**src/design/tile_io_pkg.sv**
```systemverilog
// Tile I/O package with opcodes, device codes, address map and register offsets
package tile_io_pkg;

  typedef enum logic
  {
    e_mem_rd = 1'b0
    , e_mem_wr = 1'b1
  } mem_op_e;

  typedef enum logic [1:0]
  {
    e_dev_cfg        = 2'd0
    , e_dev_clint    = 2'd1
    , e_dev_loopback = 2'd2
  } dev_e;

  localparam int ADDR_WIDTH     = 32;
  localparam int DATA_WIDTH_DEF = 32;
  localparam int DID_WIDTH      = 8;

  // Everything at or above this is DRAM
  localparam logic [ADDR_WIDTH-1:0] DRAM_BASE_DEF = 32'h8000_0000;

  // Local address layout
  localparam int DEV_LSB   = 20;
  localparam int DEV_WIDTH = 4;
  localparam int REG_WIDTH = 8;

  localparam logic [DEV_WIDTH-1:0] CLINT_DEV_ID = 4'd1;
  localparam logic [DEV_WIDTH-1:0] CFG_DEV_ID   = 4'd2;

  // Config block offsets
  localparam logic [REG_WIDTH-1:0] CFG_FREEZE_OFS  = 8'h00;
  localparam logic [REG_WIDTH-1:0] CFG_DID_OFS     = 8'h04;
  localparam logic [REG_WIDTH-1:0] CFG_SCRATCH_OFS = 8'h08;

  // Interrupt slice offsets
  localparam logic [REG_WIDTH-1:0] CLINT_MTIME_OFS    = 8'h00;
  localparam logic [REG_WIDTH-1:0] CLINT_MTIMECMP_OFS = 8'h08;
  localparam logic [REG_WIDTH-1:0] CLINT_MSIP_OFS     = 8'h10;

endpackage
```
**src/design/tile_io.sv**
```systemverilog
// Tile local I/O top with command router, three devices and response arbiter
`timescale 1ns/100ps

module tile_io
  #(parameter int DATA_WIDTH = tile_io_pkg::DATA_WIDTH_DEF
    , parameter logic [tile_io_pkg::ADDR_WIDTH-1:0] DRAM_BASE = tile_io_pkg::DRAM_BASE_DEF
    )
  (input  logic                                 clk_i
   , input  logic                               arst_n_i
   , input  logic [tile_io_pkg::DID_WIDTH-1:0]  did_i
   , input  logic                               cmd_v_i
   , output logic                               cmd_ready_o
   , input  tile_io_pkg::mem_op_e               cmd_op_i
   , input  logic [tile_io_pkg::ADDR_WIDTH-1:0] cmd_addr_i
   , input  logic [DATA_WIDTH-1:0]              cmd_data_i
   , output logic                               resp_v_o
   , input  logic                               resp_ready_i
   , output tile_io_pkg::mem_op_e               resp_op_o
   , output logic [tile_io_pkg::ADDR_WIDTH-1:0] resp_addr_o
   , output logic [DATA_WIDTH-1:0]              resp_data_o
   , output logic                               freeze_o
   , output logic                               timer_irq_o
   , output logic                               software_irq_o
   );

  import tile_io_pkg::*;

  logic                  cfg_v, cfg_ready;
  logic                  clint_v, clint_ready;
  logic                  lb_v, lb_ready;

  logic                  cfg_resp_v, cfg_resp_ready;
  mem_op_e               cfg_resp_op;
  logic [REG_WIDTH-1:0]  cfg_resp_ofs;
  logic [DATA_WIDTH-1:0] cfg_resp_data;

  logic                  clint_resp_v, clint_resp_ready;
  mem_op_e               clint_resp_op;
  logic [REG_WIDTH-1:0]  clint_resp_ofs;
  logic [DATA_WIDTH-1:0] clint_resp_data;

  logic                  lb_resp_v, lb_resp_ready;
  mem_op_e               lb_resp_op;
  logic [ADDR_WIDTH-1:0] lb_resp_addr;
  logic [DATA_WIDTH-1:0] lb_resp_data;

  mem_cmd_router #(.DRAM_BASE(DRAM_BASE)) u_router
    (.cmd_v_i(cmd_v_i), .cmd_addr_i(cmd_addr_i), .cmd_ready_o(cmd_ready_o)
     , .cfg_v_o(cfg_v), .cfg_ready_i(cfg_ready)
     , .clint_v_o(clint_v), .clint_ready_i(clint_ready)
     , .lb_v_o(lb_v), .lb_ready_i(lb_ready)
     );

  // Op, offset and data are broadcast; only the valid is steered
  cfg_regs #(.DATA_WIDTH(DATA_WIDTH)) u_cfg
    (.clk_i(clk_i), .arst_n_i(arst_n_i), .did_i(did_i)
     , .cmd_v_i(cfg_v), .cmd_ready_o(cfg_ready), .cmd_op_i(cmd_op_i)
     , .cmd_ofs_i(cmd_addr_i[REG_WIDTH-1:0]), .cmd_data_i(cmd_data_i)
     , .resp_v_o(cfg_resp_v), .resp_ready_i(cfg_resp_ready), .resp_op_o(cfg_resp_op)
     , .resp_ofs_o(cfg_resp_ofs), .resp_data_o(cfg_resp_data), .freeze_o(freeze_o)
     );

  clint_slice #(.DATA_WIDTH(DATA_WIDTH)) u_clint
    (.clk_i(clk_i), .arst_n_i(arst_n_i)
     , .cmd_v_i(clint_v), .cmd_ready_o(clint_ready), .cmd_op_i(cmd_op_i)
     , .cmd_ofs_i(cmd_addr_i[REG_WIDTH-1:0]), .cmd_data_i(cmd_data_i)
     , .resp_v_o(clint_resp_v), .resp_ready_i(clint_resp_ready)
     , .resp_op_o(clint_resp_op), .resp_ofs_o(clint_resp_ofs)
     , .resp_data_o(clint_resp_data)
     , .timer_irq_o(timer_irq_o), .software_irq_o(software_irq_o)
     );

  loopback_sink #(.DATA_WIDTH(DATA_WIDTH)) u_loopback
    (.clk_i(clk_i), .arst_n_i(arst_n_i)
     , .cmd_v_i(lb_v), .cmd_ready_o(lb_ready), .cmd_op_i(cmd_op_i), .cmd_addr_i(cmd_addr_i)
     , .resp_v_o(lb_resp_v), .resp_ready_i(lb_resp_ready), .resp_op_o(lb_resp_op)
     , .resp_addr_o(lb_resp_addr), .resp_data_o(lb_resp_data)
     );

  mem_resp_arbiter #(.DATA_WIDTH(DATA_WIDTH)) u_arbiter
    (.cfg_resp_v_i(cfg_resp_v), .cfg_resp_op_i(cfg_resp_op)
     , .cfg_resp_ofs_i(cfg_resp_ofs), .cfg_resp_data_i(cfg_resp_data)
     , .cfg_resp_ready_o(cfg_resp_ready)
     , .clint_resp_v_i(clint_resp_v), .clint_resp_op_i(clint_resp_op)
     , .clint_resp_ofs_i(clint_resp_ofs), .clint_resp_data_i(clint_resp_data)
     , .clint_resp_ready_o(clint_resp_ready)
     , .lb_resp_v_i(lb_resp_v), .lb_resp_op_i(lb_resp_op)
     , .lb_resp_addr_i(lb_resp_addr), .lb_resp_data_i(lb_resp_data)
     , .lb_resp_ready_o(lb_resp_ready)
     , .resp_v_o(resp_v_o), .resp_ready_i(resp_ready_i), .resp_op_o(resp_op_o)
     , .resp_addr_o(resp_addr_o), .resp_data_o(resp_data_o)
     );

endmodule

```
**src/design/loopback_sink.sv**
```systemverilog
// Loopback sink answering unmapped and DRAM commands with zero data
`timescale 1ns/100ps

module loopback_sink
  #(parameter int DATA_WIDTH = tile_io_pkg::DATA_WIDTH_DEF)
  (input  logic                                 clk_i
   , input  logic                               arst_n_i
   , input  logic                               cmd_v_i
   , output logic                               cmd_ready_o
   , input  tile_io_pkg::mem_op_e               cmd_op_i
   , input  logic [tile_io_pkg::ADDR_WIDTH-1:0] cmd_addr_i
   , output logic                               resp_v_o
   , input  logic                               resp_ready_i
   , output tile_io_pkg::mem_op_e               resp_op_o
   , output logic [tile_io_pkg::ADDR_WIDTH-1:0] resp_addr_o
   , output logic [DATA_WIDTH-1:0]              resp_data_o
   );

  import tile_io_pkg::*;

  logic                  resp_v_q;
  mem_op_e               resp_op_q;
  logic [ADDR_WIDTH-1:0] resp_addr_q;
  logic                  cmd_fire;

  assign cmd_ready_o = ~resp_v_q;
  assign cmd_fire    = cmd_v_i & cmd_ready_o;

  always_ff @(posedge clk_i or negedge arst_n_i)
  begin
    if (!arst_n_i)
      resp_v_q <= 1'b0;
    else if (cmd_fire)
      resp_v_q <= 1'b1;
    else if (resp_ready_i)
      resp_v_q <= 1'b0;
  end

  // Full address is kept since these targets have no device code
  always_ff @(posedge clk_i)
  begin
    if (cmd_fire)
    begin
      resp_op_q   <= cmd_op_i;
      resp_addr_q <= cmd_addr_i;
    end
  end

  assign resp_v_o    = resp_v_q;
  assign resp_op_o   = resp_op_q;
  assign resp_addr_o = resp_addr_q;
  assign resp_data_o = '0;

endmodule

```
**src/design/clint_slice.sv**
```systemverilog
// Core-local interrupt slice with timer, timer compare and software interrupt
`timescale 1ns/100ps

module clint_slice
  #(parameter int DATA_WIDTH = tile_io_pkg::DATA_WIDTH_DEF)
  (input  logic                                clk_i
   , input  logic                              arst_n_i
   , input  logic                              cmd_v_i
   , output logic                              cmd_ready_o
   , input  tile_io_pkg::mem_op_e              cmd_op_i
   , input  logic [tile_io_pkg::REG_WIDTH-1:0] cmd_ofs_i
   , input  logic [DATA_WIDTH-1:0]             cmd_data_i
   , output logic                              resp_v_o
   , input  logic                              resp_ready_i
   , output tile_io_pkg::mem_op_e              resp_op_o
   , output logic [tile_io_pkg::REG_WIDTH-1:0] resp_ofs_o
   , output logic [DATA_WIDTH-1:0]             resp_data_o
   , output logic                              timer_irq_o
   , output logic                              software_irq_o
   );

  import tile_io_pkg::*;

  logic [DATA_WIDTH-1:0] mtime_q;
  logic [DATA_WIDTH-1:0] mtimecmp_q;
  logic                  msip_q;
  logic                  timer_irq_q;
  logic                  software_irq_q;
  logic                  resp_v_q;
  mem_op_e               resp_op_q;
  logic [REG_WIDTH-1:0]  resp_ofs_q;
  logic [DATA_WIDTH-1:0] resp_data_q;
  logic                  cmd_fire;
  logic                  wr_fire;
  logic [DATA_WIDTH-1:0] rd_data;

  assign cmd_ready_o = ~resp_v_q;
  assign cmd_fire    = cmd_v_i & cmd_ready_o;
  assign wr_fire     = cmd_fire & (cmd_op_i == e_mem_wr);

  always_comb
  begin
    case (cmd_ofs_i)
      CLINT_MTIME_OFS:    rd_data = mtime_q;
      CLINT_MTIMECMP_OFS: rd_data = mtimecmp_q;
      CLINT_MSIP_OFS:     rd_data = DATA_WIDTH'(msip_q);
      default:            rd_data = '0;
    endcase
  end

  always_ff @(posedge clk_i or negedge arst_n_i)
  begin
    if (!arst_n_i)
    begin
      resp_v_q       <= 1'b0;
      mtime_q        <= '0;
      mtimecmp_q     <= '1;
      msip_q         <= 1'b0;
      timer_irq_q    <= 1'b0;
      software_irq_q <= 1'b0;
    end
    else
    begin
      if (cmd_fire)
        resp_v_q <= 1'b1;
      else if (resp_ready_i)
        resp_v_q <= 1'b0;
      // A write to mtime replaces this cycle's increment
      if (wr_fire && (cmd_ofs_i == CLINT_MTIME_OFS))
        mtime_q <= cmd_data_i;
      else
        mtime_q <= mtime_q + DATA_WIDTH'(1);
      if (wr_fire && (cmd_ofs_i == CLINT_MTIMECMP_OFS))
        mtimecmp_q <= cmd_data_i;
      if (wr_fire && (cmd_ofs_i == CLINT_MSIP_OFS))
        msip_q <= cmd_data_i[0];
      timer_irq_q    <= (mtime_q >= mtimecmp_q);
      software_irq_q <= msip_q;
    end
  end

  always_ff @(posedge clk_i)
  begin
    if (cmd_fire)
    begin
      resp_op_q   <= cmd_op_i;
      resp_ofs_q  <= cmd_ofs_i;
      resp_data_q <= (cmd_op_i == e_mem_rd) ? rd_data : '0;
    end
  end

  assign resp_v_o       = resp_v_q;
  assign resp_op_o      = resp_op_q;
  assign resp_ofs_o     = resp_ofs_q;
  assign resp_data_o    = resp_data_q;
  assign timer_irq_o    = timer_irq_q;
  assign software_irq_o = software_irq_q;

  // Irq lags the compare by one cycle; mtime at all ones still matches
  a_cmp_disabled: assert property (@(posedge clk_i) disable iff (!arst_n_i)
    (mtimecmp_q == '1) && (mtime_q != '1) |=> !timer_irq_o);

endmodule

```
**src/design/cfg_regs.sv**
```systemverilog
// Configuration register device with freeze, device id and scratch registers
`timescale 1ns/100ps

module cfg_regs
  #(parameter int DATA_WIDTH = tile_io_pkg::DATA_WIDTH_DEF)
  (input  logic                                clk_i
   , input  logic                              arst_n_i
   , input  logic [tile_io_pkg::DID_WIDTH-1:0] did_i
   , input  logic                              cmd_v_i
   , output logic                              cmd_ready_o
   , input  tile_io_pkg::mem_op_e              cmd_op_i
   , input  logic [tile_io_pkg::REG_WIDTH-1:0] cmd_ofs_i
   , input  logic [DATA_WIDTH-1:0]             cmd_data_i
   , output logic                              resp_v_o
   , input  logic                              resp_ready_i
   , output tile_io_pkg::mem_op_e              resp_op_o
   , output logic [tile_io_pkg::REG_WIDTH-1:0] resp_ofs_o
   , output logic [DATA_WIDTH-1:0]             resp_data_o
   , output logic                              freeze_o
   );

  import tile_io_pkg::*;

  logic                  freeze_q;
  logic [DATA_WIDTH-1:0] scratch_q;
  logic                  resp_v_q;
  mem_op_e               resp_op_q;
  logic [REG_WIDTH-1:0]  resp_ofs_q;
  logic [DATA_WIDTH-1:0] resp_data_q;
  logic                  cmd_fire;
  logic                  wr_fire;
  logic [DATA_WIDTH-1:0] rd_data;

  // One response slot, so ready only while it is empty
  assign cmd_ready_o = ~resp_v_q;
  assign cmd_fire    = cmd_v_i & cmd_ready_o;
  assign wr_fire     = cmd_fire & (cmd_op_i == e_mem_wr);

  always_comb
  begin
    case (cmd_ofs_i)
      CFG_FREEZE_OFS:  rd_data = DATA_WIDTH'(freeze_q);
      CFG_DID_OFS:     rd_data = DATA_WIDTH'(did_i);
      CFG_SCRATCH_OFS: rd_data = scratch_q;
      default:         rd_data = '0;
    endcase
  end

  always_ff @(posedge clk_i or negedge arst_n_i)
  begin
    if (!arst_n_i)
    begin
      resp_v_q  <= 1'b0;
      freeze_q  <= 1'b1;
      scratch_q <= '0;
    end
    else
    begin
      if (cmd_fire)
        resp_v_q <= 1'b1;
      else if (resp_ready_i)
        resp_v_q <= 1'b0;
      if (wr_fire && (cmd_ofs_i == CFG_FREEZE_OFS))
        freeze_q <= cmd_data_i[0];
      if (wr_fire && (cmd_ofs_i == CFG_SCRATCH_OFS))
        scratch_q <= cmd_data_i;
    end
  end

  always_ff @(posedge clk_i)
  begin
    if (cmd_fire)
    begin
      resp_op_q   <= cmd_op_i;
      resp_ofs_q  <= cmd_ofs_i;
      resp_data_q <= (cmd_op_i == e_mem_rd) ? rd_data : '0;
    end
  end

  assign resp_v_o    = resp_v_q;
  assign resp_op_o   = resp_op_q;
  assign resp_ofs_o  = resp_ofs_q;
  assign resp_data_o = resp_data_q;
  assign freeze_o    = freeze_q;

  // Stalled response must not change under the arbiter
  a_resp_stable: assert property (@(posedge clk_i) disable iff (!arst_n_i)
    resp_v_o && !resp_ready_i |=> resp_v_o && $stable(resp_op_o)
      && $stable(resp_ofs_o) && $stable(resp_data_o));

endmodule

```
**src/design/mem_resp_arbiter.sv**
```systemverilog
// Fixed-priority response arbiter merging device responses onto one channel
`timescale 1ns/100ps

module mem_resp_arbiter
  #(parameter int DATA_WIDTH = tile_io_pkg::DATA_WIDTH_DEF)
  (input  logic                                 cfg_resp_v_i
   , input  tile_io_pkg::mem_op_e               cfg_resp_op_i
   , input  logic [tile_io_pkg::REG_WIDTH-1:0]  cfg_resp_ofs_i
   , input  logic [DATA_WIDTH-1:0]              cfg_resp_data_i
   , output logic                               cfg_resp_ready_o
   , input  logic                               clint_resp_v_i
   , input  tile_io_pkg::mem_op_e               clint_resp_op_i
   , input  logic [tile_io_pkg::REG_WIDTH-1:0]  clint_resp_ofs_i
   , input  logic [DATA_WIDTH-1:0]              clint_resp_data_i
   , output logic                               clint_resp_ready_o
   , input  logic                               lb_resp_v_i
   , input  tile_io_pkg::mem_op_e               lb_resp_op_i
   , input  logic [tile_io_pkg::ADDR_WIDTH-1:0] lb_resp_addr_i
   , input  logic [DATA_WIDTH-1:0]              lb_resp_data_i
   , output logic                               lb_resp_ready_o
   , output logic                               resp_v_o
   , input  logic                               resp_ready_i
   , output tile_io_pkg::mem_op_e               resp_op_o
   , output logic [tile_io_pkg::ADDR_WIDTH-1:0] resp_addr_o
   , output logic [DATA_WIDTH-1:0]              resp_data_o
   );

  import tile_io_pkg::*;

  dev_e       gnt_dev;
  logic [2:0] gnt;

  // Local address from device code and register offset
  function automatic logic [ADDR_WIDTH-1:0] local_addr
    (input logic [DEV_WIDTH-1:0] dev
     , input logic [REG_WIDTH-1:0] ofs
     );
    logic [ADDR_WIDTH-1:0] addr;
    addr = '0;
    addr[DEV_LSB +: DEV_WIDTH] = dev;
    addr[REG_WIDTH-1:0] = ofs;
    return addr;
  endfunction

  // cfg wins over clint, clint over loopback
  always_comb
  begin
    gnt     = '0;
    gnt_dev = e_dev_loopback;
    if (cfg_resp_v_i)
    begin
      gnt_dev        = e_dev_cfg;
      gnt[e_dev_cfg] = 1'b1;
    end
    else if (clint_resp_v_i)
    begin
      gnt_dev          = e_dev_clint;
      gnt[e_dev_clint] = 1'b1;
    end
    else if (lb_resp_v_i)
    begin
      gnt[e_dev_loopback] = 1'b1;
    end
  end

  always_comb
  begin
    case (gnt_dev)
      e_dev_cfg:
      begin
        resp_op_o   = cfg_resp_op_i;
        resp_addr_o = local_addr(CFG_DEV_ID, cfg_resp_ofs_i);
        resp_data_o = cfg_resp_data_i;
      end
      e_dev_clint:
      begin
        resp_op_o   = clint_resp_op_i;
        resp_addr_o = local_addr(CLINT_DEV_ID, clint_resp_ofs_i);
        resp_data_o = clint_resp_data_i;
      end
      default:
      begin
        resp_op_o   = lb_resp_op_i;
        resp_addr_o = lb_resp_addr_i;
        resp_data_o = lb_resp_data_i;
      end
    endcase
  end

  assign resp_v_o           = |gnt;
  assign cfg_resp_ready_o   = gnt[e_dev_cfg] & resp_ready_i;
  assign clint_resp_ready_o = gnt[e_dev_clint] & resp_ready_i;
  assign lb_resp_ready_o    = gnt[e_dev_loopback] & resp_ready_i;

  always_comb
  begin
    assert ($onehot0(gnt))
      else $error("response grant is not one-hot");
  end

endmodule

```
**src/design/mem_cmd_router.sv**
```systemverilog
// Command router that decodes the address and steers valid/ready to one device
`timescale 1ns/100ps

module mem_cmd_router
  #(parameter logic [tile_io_pkg::ADDR_WIDTH-1:0] DRAM_BASE = tile_io_pkg::DRAM_BASE_DEF)
  (input  logic                              cmd_v_i
   , input  logic [tile_io_pkg::ADDR_WIDTH-1:0] cmd_addr_i
   , output logic                            cmd_ready_o
   , output logic                            cfg_v_o
   , input  logic                            cfg_ready_i
   , output logic                            clint_v_o
   , input  logic                            clint_ready_i
   , output logic                            lb_v_o
   , input  logic                            lb_ready_i
   );

  import tile_io_pkg::*;

  logic                 is_local;
  logic [DEV_WIDTH-1:0] dev_field;
  dev_e                 target;

  assign is_local  = (cmd_addr_i < DRAM_BASE);
  assign dev_field = cmd_addr_i[DEV_LSB +: DEV_WIDTH];

  // DRAM and unknown local devices both end up in the loopback sink
  always_comb
  begin
    target = e_dev_loopback;
    if (is_local && (dev_field == CFG_DEV_ID))
      target = e_dev_cfg;
    else if (is_local && (dev_field == CLINT_DEV_ID))
      target = e_dev_clint;
  end

  always_comb
  begin
    case (target)
      e_dev_cfg:   cmd_ready_o = cfg_ready_i;
      e_dev_clint: cmd_ready_o = clint_ready_i;
      default:     cmd_ready_o = lb_ready_i;
    endcase
  end

  assign cfg_v_o   = cmd_v_i & cfg_ready_i & (target == e_dev_cfg);
  assign clint_v_o = cmd_v_i & clint_ready_i & (target == e_dev_clint);
  assign lb_v_o    = cmd_v_i & lb_ready_i & (target == e_dev_loopback);

  always_comb
  begin
    assert ($onehot0({cfg_v_o, clint_v_o, lb_v_o}))
      else $error("router raised more than one device valid");
  end

endmodule

```
**config.mk**
```make
export PLATFORM = sky130hd
export DESIGN_NAME = tile_io
export DESIGN_NICKNAME = d
export VERILOG_FILES = /design/src/design/tile_io_pkg.sv /design/src/design/tile_io.sv /design/src/design/loopback_sink.sv /design/src/design/clint_slice.sv /design/src/design/cfg_regs.sv /design/src/design/mem_resp_arbiter.sv /design/src/design/mem_cmd_router.sv
export SDC_FILE = /design/constraint.sdc
export NUM_CORES = 1
export LEC_CHECK = 0
export BUFFER_PORTS_ARGS = -buffer_cell sky130_fd_sc_hd__buf_2
export CORE_MARGIN = 4
export CORE_UTILIZATION = 45
export CTS_BUF_LIST = sky130_fd_sc_hd__clkbuf_4 sky130_fd_sc_hd__clkbuf_8 sky130_fd_sc_hd__clkbuf_16
export DETAILED_ROUTE_END_ITERATION = 10
export PLACE_DENSITY = 0.76
export REMOVE_ABC_BUFFERS = 1
export SLEW_MARGIN = 20
export SYNTH_ARGS = -nofsm -noshare
export SYNTH_HDL_FRONTEND = slang
export SYNTH_SLANG_ARGS = --single-unit
```
**constraint.sdc**
```tcl
create_clock -name clk_i -period 5.6 [get_ports clk_i]
set_clock_uncertainty 0.2 [all_clocks]
set_input_delay 1.12 -clock clk_i [delete_from_list [all_inputs] [get_ports clk_i]]
set_output_delay 1.12 -clock clk_i [all_outputs]
set_load 0.1 [all_outputs]
```
==> results.md <==
* Int Power at 2810 µW
* Area after DPL at 0.0114 mm²
* Crit path required time at 4.28 ns
* Final Slew Violations at 0
* Vias in the first global route at 7491
* Finished Cell Area at 0.0122 mm²
* Combinational group share of total power at 11.0%
* Pre-Repair DR Iteration Count at 5
* Routability cong. at 0.847
* Worst setup EP type: output pin
* Area Growth Syn to Fin at 17.0%
* Final cell count without fillers at 1363
* Distinct cells, synth at 49
* Worst Path Arrival at 2.64 ns
* Unrepaired setup endpoints after global routing: false
* Vias per inst at 5.41
* Post-CTS Hold Buffers at 0
* Hold path cells at 0
* Synthesized flop and latch total at 218
* Die span in x at 160 µm
* CTS H-tree depth at 1
* Wire length per cell at 18.1 µm
* Initial antenna violation count at 1
* GR Overflow Total at 0
* Most used DFF post-synth: edfxtp_1
* YS warnings at 0
* Synth Instances at 930
* Post-DP HPWL at 16.0 mm
* Area leader, netlist: edfxtp_1
* Die ar. at 0.0257 mm²
* CTS Buf Count at 25
* Fmax at 253 MHz
* R2r worst-path depth at 5
* P per Cell Area at 311 mW/mm²
* Switch share at 26.0%
* First-pass GRT wire length at 39.6 mm
* Gr usage total at 19.0%
* FFs w/ async S/R, synth at 47.2%
* Worst-path clk slew at 0.06 ns
* Clk pwr share at 42.3%
* Sequential area share after synthesis at 58.2%
* # nets final at 1170
* Crit share post-route at 70.7%
* Initial core utilization at 46.0%
* Final wirelength at 24.6 mm
* Post-synth EDFFs at 115
* Die Y at 160 µm
* Row count at 55
* Top-area cell type share of the netlist area at 33.1%
* P_sw at 990 µW
* Share of cells above drive strength 1 at 26.3%
* Cts repair resizes at 0
* Total core area at 0.0227 mm²
* Max-cap viol count at 0
* CTS max path bufs at 3
* Final Hold Vio Count at 0
* Status: completed
* ANT cells at 0
* Worst Tran Pin Value at 0.951 ns
* DR vias at 7375
* CP Max Fanout at 4
* Sinks on Clock Net at 218
* Tmin final at 3.96 ns
* Boundary pin count at 147
* Clock latency on the worst-skew pair at 0.51 ns
* Top-count cell post-synth: nand2_1
* Residual DRC at 0
* Leak at 0.00513 µW
* First DRT Iteration DRCs at 595
* Placed cells at 1317
* Clock tree from TritonCTS: built
* Mapped Area at 0.0104 mm²
* Post-detailed-route count of antenna-violating nets at 0
* CTS root buf: clkbuf_16
* Largest net degree at the start of global routing at 90
* Setup Slack @ Placement at 1.19 ns
* Avg Cell Area, Syn at 11.2 µm²
* Startpoint Class: input pin
* Final Setup Violations at 0
* Largest cells by area after synthesis: edfxtp_1, dfrtp_1, dfstp_2, nand2_1, o21ai_0
* Final worst setup slack at 1.64 ns
* # fillers at 1981
* CP Class: in2out
* Sequential share of power at 46.7%
* Pwr Total at 3800 µW
* Worst slew margin at 36.6%
* Top cells by count, synth: nand2_1, edfxtp_1, o21ai_0
* Worst Hold Class: reg2reg
* IR Drop Worst-Case VDD at 0.178 mV
* Setup Fix Bufs, Post-CTS at 0
* IO Port Bufs at 146
[final timing paths]
path	start	to	slack (ns)
max	cmd_addr_i[23]	cmd_ready_o	1.64
min	u_clint.msip_q	u_clint.software_irq_o	0.23
max reg2reg	u_cfg.resp_v_o	u_cfg.scratch_q[24]	2.68
min reg2reg	u_clint.msip_q	u_clint.software_irq_o	0.23
max in group asynchronous	arst_n_i	u_clint.mtimecmp_q[6]	3.61
min in group asynchronous	arst_n_i	u_cfg.scratch_q[30]	0.51
[metrics by stage]
| step | hold slack (ns) | utilization [%] | TNS [ns] |
|---|---|---|---|
| finish | 0.230 | 53.8 | 0 |
| CTS | 0.227 | 53.6 | 0 |
| global placement | 0.191 | 50.0 | 0 |
| detailed placement | 0.210 | 50.0 | 0 |
| global route | 0.237 | 53.8 | 0 |
| floorplan | 0.169 | - | -14.63 |
[layout make-up]
| cell class | instances | area (µm²) | area share, % |
|---|---|---|---|
| Sequential cell | 218 | 6080 | 49.8 |
| Clock inverter | 10 | 104 | 0.850 |
| Multi-Input combinational cell | 617 | 3950 | 32.3 |
| Tap cell | 285 | 357 | 2.92 |
| Clock buffer | 35 | 719 | 5.89 |
| Timing Repair Buffer | 159 | 863 | 7.07 |
| Inverter | 39 | 146 | 1.20 |
[registers in the layout, indices dropped and copies added, names as in the netlist]
register                count
u_cfg.resp_data_o          32
u_cfg.scratch_q            32
u_clint.mtime_q            32
u_clint.mtimecmp_q         32
u_clint.resp_data_o        32
u_loopback.resp_addr_o     32
u_cfg.resp_ofs_o            8
u_clint.resp_ofs_o          8
u_cfg.freeze_o              1
u_cfg.resp_op_o             1
u_cfg.resp_v_o              1
u_clint.msip_q              1
u_clint.resp_op_o           1
u_clint.resp_v_o            1
u_clint.software_irq_o      1
u_clint.timer_irq_o         1
u_loopback.resp_op_o        1
u_loopback.resp_v_o         1
[power groups by stage]
stage          Combinational [µW]  Clock (µW)  Sequential [µW]
2_1_floorplan                 302           0             1800
3_3_place_gp                  409           0             1800
3_5_place_dp                  415           0             1810
4_1_cts                       417        1640             1770
5_1_grt                       444        1720             1780
6_report                      420        1610             1780
[cell usage in the layout (no fill, tap or decap), types with 12 or more instances in the layout]
cell type	n
nand3_1	21
a21oi_1	22
buf_4	12
nor2_1	54
dfrtp_1	68
clkbuf_16	25
ha_1	33
edfxtp_1	115
nand2_1	141
xor2_1	20
o21ai_0	97
nand4_1	19
and2_1	49
mux2_4	30
a22oi_1	39
inv_1	39
dfstp_2	33
buf_2	145
[cells by family (layout without fill, tap and decap cells)]
| family | after synthesis | in the layout | synth area share, % |
|---|---|---|---|
| AO/OA/AOI/OAI | 177 | 177 | 9.98 |
| flip-flops | 218 | 218 | 58.2 |
| adder cells (fa/ha/maj) | 33 | 33 | 3.96 |
| AND/OR/NAND/NOR | 332 | 332 | 15.3 |
| buffers and inverters | 95 | 243 | 4.28 |
| XOR/XNOR | 30 | 30 | 2.52 |
| multiplexers | 45 | 45 | 5.83 |
[critical path, cell delays in order]
cell and delay, ns:
buf_2 0.11, nor3_1 0.53, nor3b_1 0.24, o21ai_0 0.09
o221ai_1 0.07, buf_2 0.46
[routing by layer]
metal / global-route usage [%] / share of wire [%] / vias to the layer above
met2: 32.4 / 48 / 239
met5: 0 / 0.028 / -
met4: 4.38 / 1.7 / 2
met3: 3.54 / 6.1 / 39
li1: - / - / 3529
met1: 25.3 / 45 / 3566
Power figures use the tool's default switching activity.
